===== config.mk =====
export PLATFORM = sky130hd
export DESIGN_NAME = memoryBank
export DESIGN_NICKNAME = d
export VERILOG_FILES = /design/src/design/bankPkg.sv /design/src/design/ddrCmdPkg.sv /design/src/design/bankFsm.sv /design/src/design/burstStorage.sv /design/src/design/cmdDecoder.sv /design/src/design/memoryBank.sv /design/src/design/timingRegs.sv
export SDC_FILE = /design/constraint.sdc
export NUM_CORES = 1
export LEC_CHECK = 0
export ABC_AREA = 1
export BUFFER_PORTS_ARGS = -buffer_cell sky130_fd_sc_hd__buf_4
export CELL_PAD_IN_SITES_DETAIL_PLACEMENT = 1
export CELL_PAD_IN_SITES_GLOBAL_PLACEMENT = 1
export CORE_ASPECT_RATIO = 2
export CORE_MARGIN = 2
export CORE_UTILIZATION = 46
export DETAILED_ROUTE_END_ITERATION = 10
export PLACE_DENSITY_LB_ADDON = 0.1
export SLEW_MARGIN = 5
export SYNTH_ARGS = -nofsm -noshare
export SYNTH_HDL_FRONTEND = slang
export SYNTH_SLANG_ARGS = --single-unit

===== constraint.sdc =====
create_clock -name clk -period 2.8 [get_ports clk]
set_input_delay 0.56 -clock clk [delete_from_list [all_inputs] [get_ports clk]]
set_output_delay 0.56 -clock clk [all_outputs]
set_load 0.005 [all_outputs]

===== src/design/bankPkg.sv =====
`default_nettype none

package bankPkg;

    // ----------------------------
    // Data path
    // ----------------------------
    localparam int DataWidth    = 64;
    localparam int MaskWidth    = DataWidth / 8;
    localparam int BurstLength  = 8;
    localparam int BeatIdxWidth = 3;

    typedef logic [DataWidth-1:0]    beat_t;
    typedef logic [BeatIdxWidth-1:0] beatIdx_t;

    // Index of the final beat of a BL8 burst
    localparam beatIdx_t LastBeat = beatIdx_t'(BurstLength - 1);

    // Write beat with its active-low byte mask (1 keeps the byte written)
    typedef struct packed {
        beat_t                data;
        logic [MaskWidth-1:0] maskN;
    } beatData_t;

    // ----------------------------
    // Timing
    // ----------------------------

    // Wide enough for tRFC
    localparam int TimeWidth = 9;
    typedef logic [TimeWidth-1:0] time_t;

    // Reset values, in clk cycles
    localparam time_t DefTcl  = 16;
    localparam time_t DefTcwl = 12;
    localparam time_t DefTrcd = 16;
    localparam time_t DefTrp  = 16;
    localparam time_t DefTrfc = 256;

    typedef enum logic [2:0] {
        SelTcl,
        SelTcwl,
        SelTrcd,
        SelTrp,
        SelTrfc
    } timingSel_t;

    // All five timing values, 45 bits
    typedef struct packed {
        time_t tCl;
        time_t tCwl;
        time_t tRcd;
        time_t tRp;
        time_t tRfc;
    } timing_t;

    // Row state of the bank
    typedef enum logic [2:0] {
        RowClosed,
        Activate,
        RowOpened,
        Read,
        Write,
        Precharge,
        Refresh
    } bankState_t;

endpackage

`default_nettype wire


===== src/design/ddrCmdPkg.sv =====
`default_nettype none

package ddrCmdPkg;

    // ----------------------------
    // Command pin layout
    // ----------------------------

    // Width of the shared address / command pins A[17:0]
    localparam int CmdAddrWidth = 18;

    // Address pins that double as command pins when ACT_n is high
    localparam int PinRas = 16;
    localparam int PinCas = 15;
    localparam int PinWe  = 14;
    // A10 selects auto-precharge on column commands
    localparam int PinAp  = 10;

    // One sample of the broadcast command bus, 21 bits
    typedef struct packed {
        logic                    cke;
        logic                    csN;
        logic                    actN;
        logic [CmdAddrWidth-1:0] addr;
    } ddrCmd_t;

    // Decoded command, one per cycle
    typedef enum logic [2:0] {
        OpNop,
        OpActivate,
        OpRead,
        OpReadAp,
        OpWrite,
        OpWriteAp,
        OpPrecharge,
        OpRefresh
    } ddrOp_t;

endpackage

`default_nettype wire


===== src/design/bankFsm.sv =====
`timescale 1ns/1ps
`default_nettype none

module bankFsm (
    input  logic                clk,
    input  logic                rst_n,
    input  ddrCmdPkg::ddrOp_t   op,
    input  bankPkg::timing_t    timing,
    input  logic                burstDone,
    output logic                burstStart,
    output logic                burstWrite
);

    bankPkg::bankState_t state, stateNext;
    // Cycles left in the current timed state
    bankPkg::time_t      cnt, cntNext;
    // Column command waiting for its CL / CWL to expire
    logic                pending, pendingNext;
    // Auto-precharge requested by the column command
    logic                autoPre, autoPreNext;
    // Row open and free for a new command this cycle
    logic                acceptOpen;

    // Mode travels with the start pulse
    assign burstWrite = (state == bankPkg::Write);

    // ----------------------------
    // Next state
    // ----------------------------
    always_comb begin
        stateNext   = state;
        cntNext     = cnt;
        pendingNext = pending;
        autoPreNext = autoPre;
        burstStart  = 1'b0;
        acceptOpen  = 1'b0;
        case (state)
            bankPkg::RowClosed: begin
                // Accept at edge N, free again from edge N+t
                if (op == ddrCmdPkg::OpActivate) begin
                    stateNext = bankPkg::Activate;
                    cntNext   = timing.tRcd - bankPkg::time_t'(2);
                end else if (op == ddrCmdPkg::OpRefresh) begin
                    stateNext = bankPkg::Refresh;
                    cntNext   = timing.tRfc - bankPkg::time_t'(2);
                end
            end
            bankPkg::Activate, bankPkg::Precharge, bankPkg::Refresh: begin
                if (cnt == '0) begin
                    stateNext = (state == bankPkg::Activate) ? bankPkg::RowOpened
                                                             : bankPkg::RowClosed;
                end else begin
                    cntNext = cnt - bankPkg::time_t'(1);
                end
            end
            bankPkg::RowOpened: acceptOpen = 1'b1;
            bankPkg::Read, bankPkg::Write: begin
                if (pending) begin
                    // Start pulse one cycle ahead of beat 0
                    if (cnt == '0) begin
                        burstStart  = 1'b1;
                        pendingNext = 1'b0;
                    end else begin
                        cntNext = cnt - bankPkg::time_t'(1);
                    end
                end else if (burstDone) begin
                    if (autoPre) begin
                        // Burst end edge counts like a PRECHARGE command
                        stateNext   = bankPkg::Precharge;
                        cntNext     = timing.tRp - bankPkg::time_t'(2);
                        autoPreNext = 1'b0;
                    end else begin
                        // Last beat, row counts as open already
                        stateNext  = bankPkg::RowOpened;
                        acceptOpen = 1'b1;
                    end
                end
            end
            default: stateNext = bankPkg::RowClosed;
        endcase

        // Column commands and PRECHARGE on an open row
        if (acceptOpen) begin
            case (op)
                ddrCmdPkg::OpRead, ddrCmdPkg::OpReadAp: begin
                    stateNext   = bankPkg::Read;
                    cntNext     = timing.tCl - bankPkg::time_t'(1);
                    pendingNext = 1'b1;
                    autoPreNext = (op == ddrCmdPkg::OpReadAp);
                end
                ddrCmdPkg::OpWrite, ddrCmdPkg::OpWriteAp: begin
                    stateNext   = bankPkg::Write;
                    cntNext     = timing.tCwl - bankPkg::time_t'(1);
                    pendingNext = 1'b1;
                    autoPreNext = (op == ddrCmdPkg::OpWriteAp);
                end
                ddrCmdPkg::OpPrecharge: begin
                    stateNext = bankPkg::Precharge;
                    cntNext   = timing.tRp - bankPkg::time_t'(2);
                end
                // ACTIVATE and REFRESH on an open row are dropped
                default: ;
            endcase
        end
    end

    // ----------------------------
    // State registers
    // ----------------------------
    always_ff @(posedge clk or negedge rst_n) begin
        if (!rst_n) begin
            state   <= bankPkg::RowClosed;
            cnt     <= '0;
            pending <= 1'b0;
            autoPre <= 1'b0;
        end else begin
            state   <= stateNext;
            cnt     <= cntNext;
            pending <= pendingNext;
            autoPre <= autoPreNext;
        end
    end

endmodule

`default_nettype wire


===== src/design/burstStorage.sv =====
`timescale 1ns/1ps
`default_nettype none

module burstStorage (
    input  logic                          clk,
    input  logic                          rst_n,
    input  logic                          burstStart,
    input  logic                          burstWrite,
    input  bankPkg::beatData_t            wrBeat,
    output logic [bankPkg::DataWidth-1:0] rdData,
    output logic                          readValid,
    output logic                          writeValid,
    output logic                          burstDone
);

    // One BL8 burst worth of data
    bankPkg::beat_t    mem [bankPkg::BurstLength];
    bankPkg::beatIdx_t beatIdx;
    // Burst in progress
    logic              active;
    // 1 for a write burst
    logic              writeMode;

    // ----------------------------
    // Beat sequencing
    // ----------------------------
    always_ff @(posedge clk or negedge rst_n) begin
        if (!rst_n) begin
            active    <= 1'b0;
            writeMode <= 1'b0;
            beatIdx   <= '0;
        end else if (burstStart) begin
            active    <= 1'b1;
            writeMode <= burstWrite;
            beatIdx   <= '0;
        end else if (active) begin
            if (beatIdx == bankPkg::LastBeat) begin
                active  <= 1'b0;
                beatIdx <= '0;
            end else begin
                beatIdx <= beatIdx + bankPkg::beatIdx_t'(1);
            end
        end
    end

    // Known contents out of reset, beat b holds b
    always_ff @(posedge clk or negedge rst_n) begin
        if (!rst_n) begin
            for (int b = 0; b < bankPkg::BurstLength; b++) begin
                mem[b] <= bankPkg::beat_t'(b);
            end
        end else if (active && writeMode) begin
            // Byte lanes with maskN high take the new data
            for (int i = 0; i < bankPkg::MaskWidth; i++) begin
                if (wrBeat.maskN[i]) begin
                    mem[beatIdx][i*8 +: 8] <= wrBeat.data[i*8 +: 8];
                end
            end
        end
    end

    // DQ is driven only while a read burst is on the bus
    assign rdData     = (active && !writeMode) ? mem[beatIdx] : '0;
    assign readValid  = active && !writeMode;
    assign writeValid = active && writeMode;
    assign burstDone  = active && (beatIdx == bankPkg::LastBeat);

endmodule

`default_nettype wire


===== src/design/cmdDecoder.sv =====
`timescale 1ns/1ps
`default_nettype none

module cmdDecoder (
    input  ddrCmdPkg::ddrCmd_t cmd,
    output ddrCmdPkg::ddrOp_t  op
);

    // RAS_n / CAS_n / WE_n as one field
    logic [2:0] rcw;
    // A10 on column commands
    logic       autoPre;
    // Clock enabled and chip selected
    logic       selected;

    assign rcw      = {cmd.addr[ddrCmdPkg::PinRas],
                       cmd.addr[ddrCmdPkg::PinCas],
                       cmd.addr[ddrCmdPkg::PinWe]};
    assign autoPre  = cmd.addr[ddrCmdPkg::PinAp];
    assign selected = cmd.cke && !cmd.csN;

    // ----------------------------
    // Priority decode
    // ----------------------------
    always_comb begin
        op = ddrCmdPkg::OpNop;
        if (selected) begin
            if (!cmd.actN) begin
                // ACT_n low overrides the RAS/CAS/WE meaning of the pins
                op = ddrCmdPkg::OpActivate;
            end else begin
                case (rcw)
                    // Single-bank precharge only, A10 high is not modelled
                    3'b010: op = autoPre ? ddrCmdPkg::OpNop : ddrCmdPkg::OpPrecharge;
                    3'b101: op = autoPre ? ddrCmdPkg::OpReadAp : ddrCmdPkg::OpRead;
                    3'b100: op = autoPre ? ddrCmdPkg::OpWriteAp : ddrCmdPkg::OpWrite;
                    3'b001: op = ddrCmdPkg::OpRefresh;
                    // NOP and reserved patterns
                    default: op = ddrCmdPkg::OpNop;
                endcase
            end
        end
    end

endmodule

`default_nettype wire


===== src/design/memoryBank.sv =====
`timescale 1ns/1ps
`default_nettype none

module memoryBank (
    input  logic                          clk,
    input  logic                          rst_n,
    input  ddrCmdPkg::ddrCmd_t            cmd,
    input  logic                          cfgWrite,
    input  bankPkg::timingSel_t           cfgSel,
    input  logic [bankPkg::TimeWidth-1:0] cfgValue,
    input  bankPkg::beatData_t            wrBeat,
    output logic [bankPkg::DataWidth-1:0] rdData,
    output logic                          readValid,
    output logic                          writeValid
);

    // ----------------------------
    // Internal nets
    // ----------------------------
    ddrCmdPkg::ddrOp_t op;
    bankPkg::timing_t  timing;
    logic              burstStart;
    logic              burstWrite;
    logic              burstDone;

    // Pins to opcode
    cmdDecoder cmdDecoder_i (.cmd(cmd), .op(op));

    // Run-time CL / CWL / tRCD / tRP / tRFC
    timingRegs timingRegs_i (
        .clk(clk), .rst_n(rst_n), .cfgWrite(cfgWrite), .cfgSel(cfgSel),
        .cfgValue(cfgValue), .timing(timing)
    );

    bankFsm bankFsm_i (
        .clk(clk), .rst_n(rst_n), .op(op), .timing(timing), .burstDone(burstDone),
        .burstStart(burstStart), .burstWrite(burstWrite)
    );

    // Data side of the bank
    burstStorage burstStorage_i (
        .clk(clk), .rst_n(rst_n), .burstStart(burstStart), .burstWrite(burstWrite),
        .wrBeat(wrBeat), .rdData(rdData), .readValid(readValid),
        .writeValid(writeValid), .burstDone(burstDone)
    );

endmodule

`default_nettype wire


===== src/design/timingRegs.sv =====
`timescale 1ns/1ps
`default_nettype none

module timingRegs (
    input  logic                      clk,
    input  logic                      rst_n,
    input  logic                      cfgWrite,
    input  bankPkg::timingSel_t       cfgSel,
    input  logic [bankPkg::TimeWidth-1:0] cfgValue,
    output bankPkg::timing_t          timing
);

    // Written value after clamping
    bankPkg::time_t clamped;

    // The FSM counters need at least two cycles
    assign clamped = (cfgValue < bankPkg::time_t'(2)) ? bankPkg::time_t'(2) : cfgValue;

    // ----------------------------
    // Mode-register style storage
    // ----------------------------
    always_ff @(posedge clk or negedge rst_n) begin
        if (!rst_n) begin
            timing.tCl  <= bankPkg::DefTcl;
            timing.tCwl <= bankPkg::DefTcwl;
            timing.tRcd <= bankPkg::DefTrcd;
            timing.tRp  <= bankPkg::DefTrp;
            timing.tRfc <= bankPkg::DefTrfc;
        end else if (cfgWrite) begin
            // One register per strobe
            case (cfgSel)
                bankPkg::SelTcl:  timing.tCl  <= clamped;
                bankPkg::SelTcwl: timing.tCwl <= clamped;
                bankPkg::SelTrcd: timing.tRcd <= clamped;
                bankPkg::SelTrp:  timing.tRp  <= clamped;
                bankPkg::SelTrfc: timing.tRfc <= clamped;
                // Unused selector codes write nothing
                default: ;
            endcase
        end
    end

endmodule

`default_nettype wire


# After elaboration in Yosys (flattened, before gate mapping)
# Cells that the tools add are included.
# Widths: inputs -> output; s select.
[word_totals] reg_bits=576 latchBits=0 mem_bits_rw=0 romBits=0 input_bits=108 output_inout_bits=66 word_cells=166 n_memories=0
[classes] addsub=7 multipliers=0 div=0 n_lt_le_gt_ge=3 n_eq_ne=22 shifts=0 muxes=92 bitwise=1 reduce_logical=21
[ops] operator="$mux 512" n=15
[ops] operator="$bwmux 512" n=8
[ops] operator="$demux 64 s3" n=8
[ops] operator="$mux 64" n=4
[ops] operator="$bmux 64 s3" n=1
[ops] operator="$mux 9" n=8
[ops] operator="$mux 56" n=1
[ops] operator="$pmux 9 s3" n=2
[ops] operator="$mux 48" n=1
[ops] operator="$mux 40" n=1
[ops] operator="$mux 3" n=13
[ops] operator="$eq 3x3->1 const B" n=11
[ops] operator="$mux 32" n=1
[ops] operator="$sub 9x1->9 const B" n=3
[ops] operator="$sub 9x2->9 const B" n=3
[ops] operator="$mux 24" n=1
[ops] operator="$pmux 3 s4" n=2
[ops] operator="$eq 3x2->1 const B" n=7
[ops] operator="$mux 1" n=20
[ops] operator="$mux 16" n=1
[ops] operator="$eq 3x1->1 const B" n=4
[ops] operator="$reduce_and 2->1" n=5
[ops] operator="$logic_not 9->1" n=1
[ops] operator="$lt 9x2->1 const B" n=1
[ops] operator="15 further kinds" n=24

# Depth between registers and ports, before layout
[logic_depth] depth_word=28 mapped_depth=16 mapped_depth_nobuf=16

# Modules after synthesis
# A second synthesis with hierarchy kept.
[unflattened] cells_unflattened=3884 hier_area_um2=28416.0
[modules_own_cells] module="burstStorage" instances=1 cells_per_inst=3231 area_per_inst_um2=24169.4
[modules_own_cells] module="bankFsm" instances=1 cells_per_inst=451 area_per_inst_um2=2363.5
[modules_own_cells] module="timingRegs" instances=1 cells_per_inst=184 area_per_inst_um2=1799.2
[modules_own_cells] module="cmdDecoder" instances=1 cells_per_inst=18 area_per_inst_um2=83.8

# Least setup slack after synthesis
# No wires, ideal clock.
[synth_timing] path_kind="register -> output" startpoint="reg burstStorage_i.beatIdx[0]" endpoint="out rdData[25] (netlist name)" t_arrival_ns=1.719 required_ns=2.240 setup_slack_ns=0.521 stages_incl_launch_ff=8 path_cell_list="dfrtp_1 buf_2 nor3_2 buf_4 buf_4 buf_2 nand2_1 a41oi_1"
[synth_via] elab_chain_len=5
[synth_lines] item="start: declaration" line="burstStorage.sv:18" rtl="bankPkg::beatIdx_t beatIdx;"
[synth_lines] item="start signal: assignment" line="burstStorage.sv:41" rtl="beatIdx <= beatIdx + bankPkg::beatIdx_t'(1);"
[synth_lines] item="$not 3->4 (implied by the code)" line="burstStorage.sv:63" rtl="assign rdData = (active && !writeMode) ? mem[beatIdx] : '0;"
[synth_lines] item="$bmux 64 s3" line="burstStorage.sv:63"
[synth_lines] item="$mux 64 (implied by the code) (2 in a row)" line="burstStorage.sv:63"
[synth_lines] item="$mux 64" line="burstStorage.sv:63"
[synth_lines] item="end: declaration" line="memoryBank.sv:12" rtl="output logic [bankPkg::DataWidth-1:0] rdData,"
# Every way passes these cells. The select of a mux whose other input is x is not followed.

# Final worst setup path
[layout_timing] startpoint="reg burstStorage_i.beatIdx[2]" endpoint="out rdData[37] (netlist name)"
# Same word-level chain as after synthesis.

==> impl_metrics.py <==
metrics = {
    "outcome": {
        "outcome": "finished with violations",
        "violations": "negative setup slack",
    },
    "yosys": {
        "synth.most_common_cell": "nand2_1",
        "synth_xor_area_frac": 0.00649,
        "synthDistinctLibCells": 54,
        "synth_simple_gate_area_frac": 0.161,
        "synth-seq-cells": 576,
        "ys_seq_area_frac": 0.563,
        "synthCells": 2928,
        "syn_avg_cell_area_um2": 8.75,
        "syn_area_mm2": 0.0256,
        "syn-num-nets": 3043,
        "synth_edf_count": 0,
        "synth.top_cells.by_count": "nand2_1 (815), dfrtp_1 (558), o21ai_0 (553), inv_1 (222), nor2_1 (142)",
        "synthArstFlopShare": 1.00,
        "synth_ff_type": "dfrtp_1",
        "yosys_warnings": 0,
        "synth_top_cell_area_share": 0.545,
        "synth_top_family_by_area": "compound AO/OA/AOI/OAI gates",
        "synthTopCellsByArea": "dfrtp_1 (54%), nand2_1 (12%), o21ai_0 (11%)",
        "synth_compound_area_frac": 0.210,
        "yosys.area.top_type": "dfrtp_1",
        "synth.area.mux_share": 0,
        "synth-adder-area-share": 0.00342,
    },
    "grt": {
        "grt.total_usage": 0.324,
        "grt_pass1_vias": 25000,
        "grt.overflow.total": 0,
        "antenna_found_initial": 1,
        "grt_pass1_wl_um": 143000,
        "grt_max_degree": 78,
    },
    "min_path": {
        "hp-class": "input pin to register",
        "min_from": "wrBeat[63]",
    },
    "setup_path": {
        "r2r_start": "bankFsm_i.cnt[1]$_DFF_PN0_",
        "cp_max_fo": 12,
        "cp_top_family": "buffers and inverters",
        "cp_data_required_time_ns": 2.24,
        "path_cells": "nor2_2 > nand2_2 > inv_6 > buf_12 > buf_4 > nand2_1 > o21ai_0 > a221oi_1 > a41oi_1 > buf_4",
        "crit_path_top_delay_cell": "dfrtp_2",
        "crit_path_end_kind": "output port",
        "setup.worst_path.start_class": "register",
        "cpMostUsedCell": "buf_4",
        "crit_buf_inv": 4,
        "crit_type": "register to output port",
        "cp-startpoint": "burstStorage_i.beatIdx[2]$_DFFE_PN0P_",
        "slowest_delay_ns": 0.49,
        "arrival_ns": 2.47,
    },
    "cts": {
        "clock_latency_ns": 0.62,
        "h-tree-depth": 2,
        "cts_buffers": 52,
        "cts_tree": "yes",
        "clk_pin_slew_ns": 0.07,
        "clk_path_buf_depth": 3,
        "clockRootBuffer": "clkbuf_16",
        "clock-sinks": 576,
    },
    "floorplan": {
        "std_cell_rows": 122,
        "die-area_mm2": 0.0577,
        "die_h_um": 338,
        "dieWidth_um": 171,
        "pin_count": 174,
        "core_mm2": 0.0553,
        "start_util": 0.464,
    },
    "timing": {
        "hold_viol_final": 0,
        "fin_ws_ns": -0.233,
        "drv_slew": 0,
        "max_freq_mhz": 330,
        "worstMarginPinSlew_ns": 1.30,
        "setup_viol": 64,
        "slew-limit-headroom": 0.133,
        "fin_crit_sh": 1.08,
        "rsz0062_at_grt": "true",
        "fin_crit_ns": 3.03,
        "clock_skew_ns": 0.0289,
    },
    "job": {
        "maxCapViolations": 0,
    },
    "detailed_routing": {
        "drc_errors": 0,
        "routed_wl_um": 93100,
        "avgRoutedWirePerCell_um": 23.8,
        "drt_iter0_drc": 1749,
        "num_vias": 23000,
        "ant_nets": 0,
        "firstDrtPassIters": 5,
        "avgViaCountPerCell": 5.88,
    },
    "final_layout": {
        "finish.utilization": 0.566,
        "area_growth_pct": 22.2,
        "drive_above_1_share": 0.166,
        "nets": 3245,
    },
    "placement": {
        "numPortBuffers": 159,
        "place.gp.congestion": 0.905,
        "pre_cts_ws_ns": 0.133,
        "hpwl_um": 58500,
    },
    "power": {
        "power_density_mw_per_mm2": 592,
        "leakage_uw": 0.0141,
        "ir_drop_uv": 609,
    },
}
## cell families (layout without fill, tap and decap cells)
logic type,count (synthesis),in the layout
fa+ha+maj,7,7
buf+inv,369,613
other cells,0,1
simple gates,1036,1036
xor+xnor,19,19
compound gates,921,921
flops,576,576
## tightest hold or removal path, stage by stage
cell and delay (ns):
buf_4 0.08, nand2_1 0.04, o21ai_0 0.06
## per-layer routing
metal / up-vias / GRT usage / wire, um
li1: 10300 / - / -
met5: - / 0 / 0
met3: 251 / 0.0439 / 4070
met1: 11700 / 0.364 / 34500
met2: 704 / 0.599 / 49700
met4: 0 / 0.158 / 4880
## sequential cells by signal, indices dropped and copies added, names as in the netlist
name                      cells
bankFsm_i.state               3
burstStorage_i.writeMode      1
bankFsm_i.pending             1
bankFsm_i.autoPre             1
burstStorage_i.mem          512
timingRegs_i.timing          45
bankFsm_i.cnt                 9
burstStorage_i.beatIdx        3
burstStorage_i.active         1
## where the power goes
group	internal, uW	switching [uW]	total (uW)
sequential	8550	172	8720
combinational	884	1710	2590
clock	3930	3300	7230
total	13400	5180	18500
## metrics by stage
stage / hold WS (ns) / cells / setup TNS [ns] / power, uW / cell area, um^2
2_1_floorplan: 0.264 / 2928 / 0 / 10000 / 25600
3_3_place_gp: 0.465 / 3779 / 0 / 11000 / 28200
3_5_place_dp: 0.473 / 3779 / 0 / 11100 / 28200
4_1_cts: 0.147 / 3907 / -8.73 / 18500 / 30900
5_1_grt: 0.167 / 3917 / -14.99 / 19200 / 31300
6_report: 0.164 / 3917 / -8.65 / 18500 / 31300
## placed cells by master (no fill, tap or decap), types with 28 or more instances in the layout
| master | n |
|---|---|
| dfrtp_1 | 556 |
| nand3_1 | 30 |
| a221oi_1 | 30 |
| buf_4 | 226 |
| o21ai_0 | 550 |
| nand2_1 | 810 |
| inv_1 | 219 |
| clkbuf_16 | 58 |
| a22oi_1 | 61 |
| buf_12 | 30 |
| nor2_1 | 140 |
| a41oi_2 | 28 |
| a21oi_1 | 116 |
| a221oi_2 | 36 |
## final timing paths
| path | to | slack, ns | cells past startpoint |
|---|---|---|---|
| setup reg to reg | bankFsm_i.cnt[5]$_DFF_PN0_ | 0.34 | 11 |
| max in group asynchronous | burstStorage_i.mem[384]$_DFFE_PN1P_ | 1.26 | 3 |
| hold / removal | burstStorage_i.mem[311]$_DFFE_PN0P_ | 0.16 | 3 |
| min in group asynchronous | burstStorage_i.mem[17]$_DFFE_PN0P_ | 0.57 | 2 |
| hold reg to reg | burstStorage_i.mem[15]$_DFFE_PN0P_ | 0.49 | 2 |
| setup / recovery | rdData[37] | -0.23 | 10 |
## cell type report
type / count / area (um^2)
tap: 744 / 931
multi-input combinational: 1983 / 10400
clock buffer: 83 / 1610
inverter: 233 / 892
timing repair buffer: 284 / 2930
clock inverter: 13 / 75.1
antenna: 1 / 2.50
fill: 6400 / 24000
sequential: 576 / 14400
## repair_timing
action,4_1_cts,5_1_grt
setup endpoints to repair,64,64
gates cloned,10,5
hold buffers,1,0
gates resized for setup,99,39
setup buffers,21,4
pin swaps,15,11
hold endpoints to repair,15,0
Power figures use the tool's default switching activity.
